===== src/hdl/rename_pkg.sv =====
package rename_pkg;

    // machine shape
    localparam int rename_width      = 2;   // instructions renamed per cycle
    localparam int arch_reg_count    = 8;
    localparam int phys_reg_count    = 16;
    localparam int phys_idx_bits     = 4;   // log2 of phys_reg_count
    localparam int arch_idx_bits     = 3;   // log2 of arch_reg_count
    localparam int retire_count_bits = 2;   // holds 0 .. rename_width

    // register indices
    typedef logic [phys_idx_bits-1:0] phys_reg_idx_t;
    typedef logic [arch_idx_bits-1:0] arch_reg_idx_t;

    // one bit per physical register, used for free, complete and grant vectors
    typedef logic [phys_reg_count-1:0] phys_vec_t;

    // whole map table, entry i is the physical register behind arch register i
    typedef phys_reg_idx_t [arch_reg_count-1:0] map_vec_t;

    // after reset the low physical registers back the identity map
    // so they hold a value already and are not free
    localparam phys_vec_t complete_reset_vec = phys_vec_t'((1 << arch_reg_count) - 1);
    localparam phys_vec_t free_reset_vec     = ~complete_reset_vec;   // upper half free

endpackage

===== src/hdl/rename_unit.sv =====
`timescale 1ns/1ps

module rename_unit import rename_pkg::*; (
    input  logic                              clock,
    input  logic                              reset,
    input  logic [rename_width-1:0]           rename_valid,
    input  arch_reg_idx_t [rename_width-1:0]  dest_arch,
    input  arch_reg_idx_t [rename_width-1:0]  src1_arch,
    input  arch_reg_idx_t [rename_width-1:0]  src2_arch,
    input  logic [rename_width-1:0]           complete_valid,
    input  phys_reg_idx_t [rename_width-1:0]  complete_tag,
    input  logic [retire_count_bits-1:0]      retire_count,
    input  phys_reg_idx_t [rename_width-1:0]  retire_tag,
    input  logic                              checkpoint_save,
    input  logic                              restore_flag,
    output phys_reg_idx_t [rename_width-1:0]  new_tag,
    output phys_reg_idx_t [rename_width-1:0]  old_tag,
    output phys_reg_idx_t [rename_width-1:0]  src1_tag,
    output logic [rename_width-1:0]           src1_ready,
    output phys_reg_idx_t [rename_width-1:0]  src2_tag,
    output logic [rename_width-1:0]           src2_ready,
    output logic                              rename_stall,
    output logic                              checkpoint_valid
);

    phys_vec_t                         free_vec, complete_vec, alloc_vec, free_snapshot;
    phys_reg_idx_t [rename_width-1:0]  grant_tag, map_phys;
    logic [retire_count_bits-1:0]      grant_count;
    logic [rename_width-1:0]           map_we;
    arch_reg_idx_t [rename_width-1:0]  map_arch;
    map_vec_t                          map_state, map_snapshot;

    free_reg_picker i_free_reg_picker (.free_vec, .grant_tag, .grant_count);

    free_list i_free_list (
        .clock, .reset, .alloc_vec, .retire_count, .retire_tag, .complete_valid, .complete_tag,
        .restore_flag, .free_restore(free_snapshot), .free_vec, .complete_vec
    );

    map_table i_map_table (
        .clock, .reset, .map_we, .map_arch, .map_phys, .restore_flag,
        .map_restore(map_snapshot), .map_state
    );

    rename_stage i_rename_stage (
        .rename_valid, .dest_arch, .src1_arch, .src2_arch, .grant_tag, .grant_count,
        .map_state, .complete_vec, .restore_flag, .alloc_vec, .map_we, .map_arch, .map_phys,
        .new_tag, .old_tag, .src1_tag, .src1_ready, .src2_tag, .src2_ready, .rename_stall
    );

    // both slots save and restore on the same strobes, so one valid flag serves
    branch_checkpoint #(.payload_t(phys_vec_t)) i_free_checkpoint (
        .clock, .reset, .save(checkpoint_save), .restore(restore_flag),
        .data_in(free_vec), .data_out(free_snapshot), .valid(checkpoint_valid)
    );

    branch_checkpoint #(.payload_t(map_vec_t)) i_map_checkpoint (
        .clock, .reset, .save(checkpoint_save), .restore(restore_flag),
        .data_in(map_state), .data_out(map_snapshot), .valid()
    );

endmodule


===== src/hdl/rename_stage.sv =====
`timescale 1ns/1ps

module rename_stage import rename_pkg::*; (
    input  logic [rename_width-1:0]           rename_valid,
    input  arch_reg_idx_t [rename_width-1:0]  dest_arch,
    input  arch_reg_idx_t [rename_width-1:0]  src1_arch,
    input  arch_reg_idx_t [rename_width-1:0]  src2_arch,
    input  phys_reg_idx_t [rename_width-1:0]  grant_tag,     // from the picker, lowest first
    input  logic [retire_count_bits-1:0]      grant_count,
    input  map_vec_t                          map_state,
    input  phys_vec_t                         complete_vec,
    input  logic                              restore_flag,
    output phys_vec_t                         alloc_vec,
    output logic [rename_width-1:0]           map_we,
    output arch_reg_idx_t [rename_width-1:0]  map_arch,
    output phys_reg_idx_t [rename_width-1:0]  map_phys,
    output phys_reg_idx_t [rename_width-1:0]  new_tag,
    output phys_reg_idx_t [rename_width-1:0]  old_tag,
    output phys_reg_idx_t [rename_width-1:0]  src1_tag,
    output logic [rename_width-1:0]           src1_ready,
    output phys_reg_idx_t [rename_width-1:0]  src2_tag,
    output logic [rename_width-1:0]           src2_ready,
    output logic                              rename_stall
);

    logic [retire_count_bits-1:0] req_count;   // valid lanes this cycle

    // hand out grants to valid lanes in order, an idle lane takes no slot
    always_comb begin
        logic [retire_count_bits-1:0] slot;
        slot = '0;
        for (int i = 0; i < rename_width; i++) begin
            new_tag[i] = grant_tag[slot];
            if (rename_valid[i]) slot = slot + 1'b1;
        end
        req_count = slot;
    end

    assign rename_stall = restore_flag || (req_count > grant_count);   // shortage or recovery

    // table lookups, then forwarding from older lanes of the same group
    always_comb begin
        for (int i = 0; i < rename_width; i++) begin
            old_tag[i]    = map_state[dest_arch[i]];
            src1_tag[i]   = map_state[src1_arch[i]];
            src2_tag[i]   = map_state[src2_arch[i]];
            src1_ready[i] = complete_vec[src1_tag[i]];
            src2_ready[i] = complete_vec[src2_tag[i]];
            for (int j = 0; j < i; j++) begin   // later j is younger, so it overrides
                if (rename_valid[j] && (dest_arch[j] == dest_arch[i])) old_tag[i] = new_tag[j];
                if (rename_valid[j] && (dest_arch[j] == src1_arch[i])) begin
                    src1_tag[i]   = new_tag[j];
                    src1_ready[i] = 1'b0;   // producer is in flight
                end
                if (rename_valid[j] && (dest_arch[j] == src2_arch[i])) begin
                    src2_tag[i]   = new_tag[j];
                    src2_ready[i] = 1'b0;
                end
            end
        end
    end

    // state writes, all gated by the stall
    always_comb begin
        alloc_vec = '0;
        for (int i = 0; i < rename_width; i++) begin
            map_we[i] = rename_valid[i] && !rename_stall;
            if (map_we[i]) alloc_vec[new_tag[i]] = 1'b1;
        end
    end

    assign map_arch = dest_arch;
    assign map_phys = new_tag;

endmodule


===== src/hdl/branch_checkpoint.sv =====
`timescale 1ns/1ps

module branch_checkpoint #(
    parameter type payload_t = logic
) (
    input  logic     clock,
    input  logic     reset,
    input  logic     save,       // take a snapshot at the branch
    input  logic     restore,    // mispredict, snapshot is consumed
    input  payload_t data_in,
    output payload_t data_out,
    output logic     valid       // slot holds a live snapshot
);

    payload_t snapshot;

    // snapshot storage
    always_ff @(posedge clock) begin
        if (save && !restore) begin
            snapshot <= data_in;
        end
    end

    assign data_out = snapshot;

    // slot state, restore beats save in the same cycle
    always_ff @(posedge clock) begin
        if (reset) begin
            valid <= 1'b0;
        end else if (restore) begin
            valid <= 1'b0;
        end else if (save) begin
            valid <= 1'b1;
        end
    end

    // recovery without a prior save would load stale state
    restore_needs_snapshot: assert property (
        @(posedge clock) disable iff (reset)
        restore |-> valid
    ) else $error("restore with no valid checkpoint");

endmodule


===== src/hdl/map_table.sv =====
`timescale 1ns/1ps

module map_table import rename_pkg::*; (
    input  logic                              clock,
    input  logic                              reset,
    input  logic [rename_width-1:0]           map_we,        // per lane write strobe
    input  arch_reg_idx_t [rename_width-1:0]  map_arch,      // destination arch register
    input  phys_reg_idx_t [rename_width-1:0]  map_phys,      // new physical register
    input  logic                              restore_flag,
    input  map_vec_t                          map_restore,   // table at the checkpoint
    output map_vec_t                          map_state
);

    map_vec_t next_map;

    always_comb begin
        next_map = map_state;
        if (restore_flag) begin
            next_map = map_restore;   // whole table comes back, writes are dropped
        end else begin
            // lanes in program order, so the younger lane wins on a shared dest
            for (int i = 0; i < rename_width; i++) begin
                if (map_we[i]) begin
                    next_map[map_arch[i]] = map_phys[i];
                end
            end
        end
    end

    always_ff @(posedge clock) begin
        if (reset) begin
            // identity map, arch i lives in phys i
            for (int i = 0; i < arch_reg_count; i++) begin
                map_state[i] <= phys_reg_idx_t'(i);
            end
        end else begin
            map_state <= next_map;
        end
    end

endmodule


===== src/hdl/free_list.sv =====
`timescale 1ns/1ps

module free_list import rename_pkg::*; (
    input  logic                              clock,
    input  logic                              reset,
    input  phys_vec_t                         alloc_vec,       // registers taken by dispatch this cycle
    input  logic [retire_count_bits-1:0]      retire_count,    // first retire_count tags are valid
    input  phys_reg_idx_t [rename_width-1:0]  retire_tag,      // old tags leaving the machine
    input  logic [rename_width-1:0]           complete_valid,
    input  phys_reg_idx_t [rename_width-1:0]  complete_tag,    // result bus tags
    input  logic                              restore_flag,    // mispredict recovery
    input  phys_vec_t                         free_restore,    // free list at the checkpoint
    output phys_vec_t                         free_vec,
    output phys_vec_t                         complete_vec
);

    phys_vec_t next_free;
    phys_vec_t next_complete;

    // free list update
    // allocations leave first, then retired old tags come back
    always_comb begin
        next_free = free_vec & ~alloc_vec;
        for (int i = 0; i < rename_width; i++) begin
            if (i < retire_count) begin
                next_free[retire_tag[i]] = 1'b1;
            end
        end
        // registers freed since the checkpoint stay free on recovery
        if (restore_flag) begin
            next_free = next_free | free_restore;
        end
    end

    // complete list update
    always_comb begin
        next_complete = complete_vec;
        for (int i = 0; i < rename_width; i++) begin
            if (complete_valid[i]) begin
                next_complete[complete_tag[i]] = 1'b1;
            end
        end
        next_complete = next_complete & ~alloc_vec;   // a fresh destination has no value yet
    end

    always_ff @(posedge clock) begin
        if (reset) begin
            free_vec     <= free_reset_vec;
            complete_vec <= complete_reset_vec;
        end else begin
            free_vec     <= next_free;
            complete_vec <= next_complete;
        end
    end

    // a retiring old tag is still owned by the machine until this edge
    for (genvar i = 0; i < rename_width; i++) begin : g_retire_check
        retire_not_free: assert property (
            @(posedge clock) disable iff (reset)
            (i < retire_count) |-> !free_vec[retire_tag[i]]
        ) else $error("retire of tag %0d that is already free", retire_tag[i]);
    end

    // dispatch may only take what the picker saw as free
    alloc_from_free: assert property (
        @(posedge clock) disable iff (reset)
        (alloc_vec & ~free_vec) == '0
    ) else $error("allocation of busy registers %b", alloc_vec & ~free_vec);

endmodule


===== src/hdl/free_reg_picker.sv =====
`timescale 1ns/1ps

module free_reg_picker import rename_pkg::*; (
    input  phys_vec_t                         free_vec,     // 1 = register is free
    output phys_reg_idx_t [rename_width-1:0]  grant_tag,    // lowest free indices, slot 0 first
    output logic [retire_count_bits-1:0]      grant_count   // number of real grants
);

    // priority scan from index 0 upward
    // each hit fills the next grant slot until all slots are taken
    always_comb begin
        logic [retire_count_bits-1:0] count;
        count     = '0;
        grant_tag = '0;   // unused slots read as 0, grant_count marks them invalid
        for (int i = 0; i < phys_reg_count; i++) begin
            if (free_vec[i] && (count < rename_width)) begin
                grant_tag[count] = phys_reg_idx_t'(i);   // one-hot hit encoded to an index
                count            = count + 1'b1;
            end
        end
        grant_count = count;
    end

    // two real grants must never hand out the same register
    always_comb begin
        for (int i = 0; i < rename_width; i++) begin
            for (int j = 0; j < i; j++) begin
                if (i < grant_count) begin
                    assert final (grant_tag[i] != grant_tag[j])
                        else $error("grants %0d and %0d share tag %0d", j, i, grant_tag[i]);
                end
            end
        end
    end

endmodule


===== config.mk =====
export PLATFORM = sky130hd
export DESIGN_NAME = rename_unit
export DESIGN_NICKNAME = d
export VERILOG_FILES = /design/src/hdl/rename_pkg.sv /design/src/hdl/rename_unit.sv /design/src/hdl/rename_stage.sv /design/src/hdl/branch_checkpoint.sv /design/src/hdl/map_table.sv /design/src/hdl/free_list.sv /design/src/hdl/free_reg_picker.sv
export SDC_FILE = /design/constraint.sdc
export NUM_CORES = 1
export LEC_CHECK = 0
export ABC_AREA = 1
export BUFFER_PORTS_ARGS = -buffer_cell sky130_fd_sc_hd__buf_2
export CORE_MARGIN = 2
export CORE_UTILIZATION = 30
export DETAILED_ROUTE_END_ITERATION = 8
export GPL_TIMING_DRIVEN = 1
export HOLD_SLACK_MARGIN = 0.03
export PLACE_DENSITY = 0.5
export SYNTH_ARGS = -nofsm -noshare
export SYNTH_HDL_FRONTEND = slang
export SYNTH_SLANG_ARGS = --single-unit

===== constraint.sdc =====
create_clock -name clock -period 15.45 [get_ports clock]
set_input_delay 4.635 -clock clock [delete_from_list [all_inputs] [get_ports clock]]
set_output_delay 4.635 -clock clock [all_outputs]
set_load 0.02 [all_outputs]

==> impl_metrics.env <==
export IMPL_status="complete, no violations"
export IMPL_placedInstanceArea_mm2=0.00982
export IMPL_drc=0
export IMPL_min_path_type="flop to flop"
export IMPL_ys_ff_latch=113
export IMPL_clock_tree_buffer_depth=2
export IMPL_critical_path_max_stage_delay_ns=0.39
export IMPL_layout_drive_gt1_share=0.121
export IMPL_async_flop_share=0
export IMPL_clock_root_buffer="clkbuf_16"
export IMPL_initialDrtViolationCount=899
export IMPL_post_route_antenna_net_violation_count=0
export IMPL_synth_cell_type_count=37
export IMPL_worst_r2r_cell_count=65
export IMPL_rows=63
export IMPL_synthDominantAreaCellType="edfxtp_1"
export IMPL_post_drt_wl_per_cell_um=19.4
export IMPL_path_class="flop to primary output"
export IMPL_clock_insertion_delay_worst_skew_ns=0.41
export IMPL_post_route_min_period_ns=14.66
export IMPL_reg2reg_to="i_free_list.complete_vec[8]"
export IMPL_global_route_wire_length_before_repair_um=55100
export IMPL_post_synth_instance_area_mm2=0.00904
export IMPL_max_slew_margin=0.315
export IMPL_io_buffers=81
export IMPL_worst_hold_slack_ns=0.449
export IMPL_cp_data_arrival_time_ns=10.02
export IMPL_worst_slew_pin_transition_ns=1.02
export IMPL_timing_hold_worst_endpoint="i_free_checkpoint.data_out[12]"
export IMPL_postSynthCellCount=1375
export IMPL_reg_to_reg_slack_setup_ns=4.42
export IMPL_fin_worst_skew_ns=0.0120
export IMPL_grt_pass1_vias=9380
export IMPL_cts_tree="yes"
export IMPL_design_die_area_mm2=0.0315
export IMPL_synth_avg_cell_area_um2=6.57
export IMPL_max_cap_violations=0
export IMPL_cts_reportedPaths_clkPinSlew_ns=0.06
export IMPL_min_path_cells=0
export IMPL_via_per_inst=5.44
export IMPL_finalHoldViolations=0
export IMPL_post_cts_hold_buffer_count=0
export IMPL_synth_warning_count=0
export IMPL_ys_top_cells_by_area="edfxtp_1 16%, dfxtp_1 14%, nand2_1 11%"
export IMPL_min_period_over_period=0.949
export IMPL_cell_leakage_power_uw=0.00462
export IMPL_h_tree_depth=4
export IMPL_dp_hpwl_um=26800
export IMPL_grt_start_max_net_pins=53
export IMPL_worst_r2r_startpoint="i_free_list.free_vec[0]"
export IMPL_cts_inserted_buffers=17
export IMPL_worstSetupEndpointType="primary output"
export IMPL_critPathSlowestCell="dfxtp_1"
export IMPL_antenna_violations_before_repair=0
export IMPL_pre_cts_setup_slack_ns=0.612
export IMPL_cts_sink_count=113
export IMPL_floorplan_io_pins=82
export IMPL_post_synth_edffs=48
export IMPL_chipHeight_um=178
export IMPL_design_area_mm2=0.0105
export IMPL_synthesis_nets=1452
export IMPL_layout_area_overhead_vs_synth_pct=15.9
export IMPL_portion_of_the_post_synthesis_area_used_by_sequential_elements=0.303
export IMPL_setup_worst_path_start_class="flop"
export IMPL_first_pass_iters=6
export IMPL_route_vias_total=10000
export IMPL_nets=1520
export IMPL_wl_um=35900
export IMPL_grtUsageTotal=0.228
export IMPL_place_gp_congestion=0.953
export IMPL_die_x_um=178
export IMPL_layout_setup_ws_ns=0.792
export IMPL_num_antenna_cells=0
export IMPL_timing_critical_path_fanout_max=7
export IMPL_num_fill_cells=3257
export IMPL_slew_viol_final=0
export IMPL_floorplan_initialDensity=0.305
export IMPL_vdd_drop_max_uv=74.4
export IMPL_crit_required_ns=10.82
export IMPL_cellPowerDensity_mw_per_mm2=169
export IMPL_fmaxAchievable_mhz=68.2
export IMPL_path_common_cell="ha_1"
export IMPL_finalSetupViolations=0
export IMPL_predominant_post_synthesis_flop_cell="dfxtp_1"
export IMPL_hold_start="i_free_list.free_vec[12]"
export IMPL_core_area_mm2=0.0296
export IMPL_synth_top_cell_area_share=0.159
export IMPL_global_route_overflow_total=0
logic make-up (layout without fill, tap and decap cells):
logic type | after synthesis | count (layout) | share of synthesized area
and+or+nand+nor | 549 | 549 | 0.276
DFF | 113 | 113 | 0.303
AOI/OAI and AO/OA | 434 | 434 | 0.271
adders and majority gates | 33 | 33 | 0.0457
buffers and inverters | 246 | 327 | 0.104
how the worst max path moves through the flow:
| stage | start | end | cells past startpoint |
|---|---|---|---|
| floorplan | i_free_list.free_vec[0] | src1_tag[7] | 57 |
| global placement | i_free_list.free_vec[0] | rename_stall | 60 |
| detailed placement | i_free_list.free_vec[1] | rename_stall | 60 |
| CTS | i_free_list.free_vec[1] | rename_stall | 60 |
| global route | i_free_list.free_vec[0] | rename_stall | 60 |
| finish | i_free_list.free_vec[0] | rename_stall | 60 |
cell usage after synthesis (2+ instances only):
cell type / n
a31oi_1: 8
o221ai_1: 13
nor2_2: 3
nand4_2: 2
a211oi_1: 9
edfxtp_1: 48
nand2_2: 13
o21ai_1: 5
nor2_8: 3
nand3_1: 125
o22ai_1: 16
nor2_4: 6
a21oi_1: 140
nor2_1: 96
clkinv_1: 5
inv_1: 190
a22oi_1: 5
nand2_1: 258
a221oi_1: 19
ha_1: 33
clkbuf_1: 40
dfxtp_1: 65
o2111ai_1: 6
o21ai_0: 187
o211ai_1: 24
nand2_4: 3
inv_2: 8
nand3_2: 4
nand4_1: 4
nor3_1: 29
buf_6: 2
final cells by class:
cell class	instances	area (um2)	share of cell area
clock buffers	22	464	0.0443
clock inverters	10	135	0.0129
multi-input cells	1016	5400	0.515
flip-flops and latches	113	2740	0.262
inverters	203	762	0.0727
repair buffers	92	488	0.0466
well taps	390	488	0.0466
repair_timing:
| item | CTS | global route |
|---|---|---|
| setup buffers | 0 | 3 |
| endpoints found under the setup margin | 0 | 20 |
| gates resized for setup | 0 | 12 |
layer usage:
layer,global-route usage,up-vias,share of wire
li1,-,4888,-
met1,0.338,4651,0.49
met2,0.340,440,0.42
met3,0.0308,56,0.068
met4,0.0710,0,0.022
met5,0,-,0
registers in the layout, summed over array words and instances, names as in the netlist:
register                    cells
i_map_table.map_state          32
i_free_list.free_vec           16
i_free_checkpoint.valid         1
i_free_list.complete_vec       16
i_map_checkpoint.data_out      32
i_free_checkpoint.data_out     16
cells in the final DEF (no fill, tap or decap), types with 17 or more instances in the layout:
cell,n
a221oi_1,19
nor3_1,28
nor2_1,91
a21oi_1,140
dfxtp_1,64
buf_2,81
inv_1,190
ha_1,33
clkbuf_16,17
nand2_1,257
o211ai_1,24
edfxtp_1,48
nand3_1,125
o21ai_0,186
critical path: cells and delay by family, from the launching register on:
kind | cells | cell delay (ns)
simple gates | 28 | 3.45
compound gates | 2 | 0.29
flops | 1 | 0.39
buf+inv | 15 | 1.13
fa+ha+maj | 15 | 4.34
through the flow:
stage               total power, uW  utilization  cells  TNS [ns]
detailed placement             1320        0.331   1811         0
global route                   1920        0.354   1846   -0.0137
CTS                            1720        0.351   1843         0
floorplan                      1050            -   1375         0
global placement               1310        0.331   1811         0
finish                         1780        0.354   1846         0
power by group:
| part | total [uW] | switching [uW] | internal (uW) |
|---|---|---|---|
| logic | 1010 | 706 | 300 |
| registers | 366 | 31.3 | 335 |
| clock network | 404 | 143 | 261 |
| total | 1780 | 880 | 896 |
(Power assumes the default switching activity.)
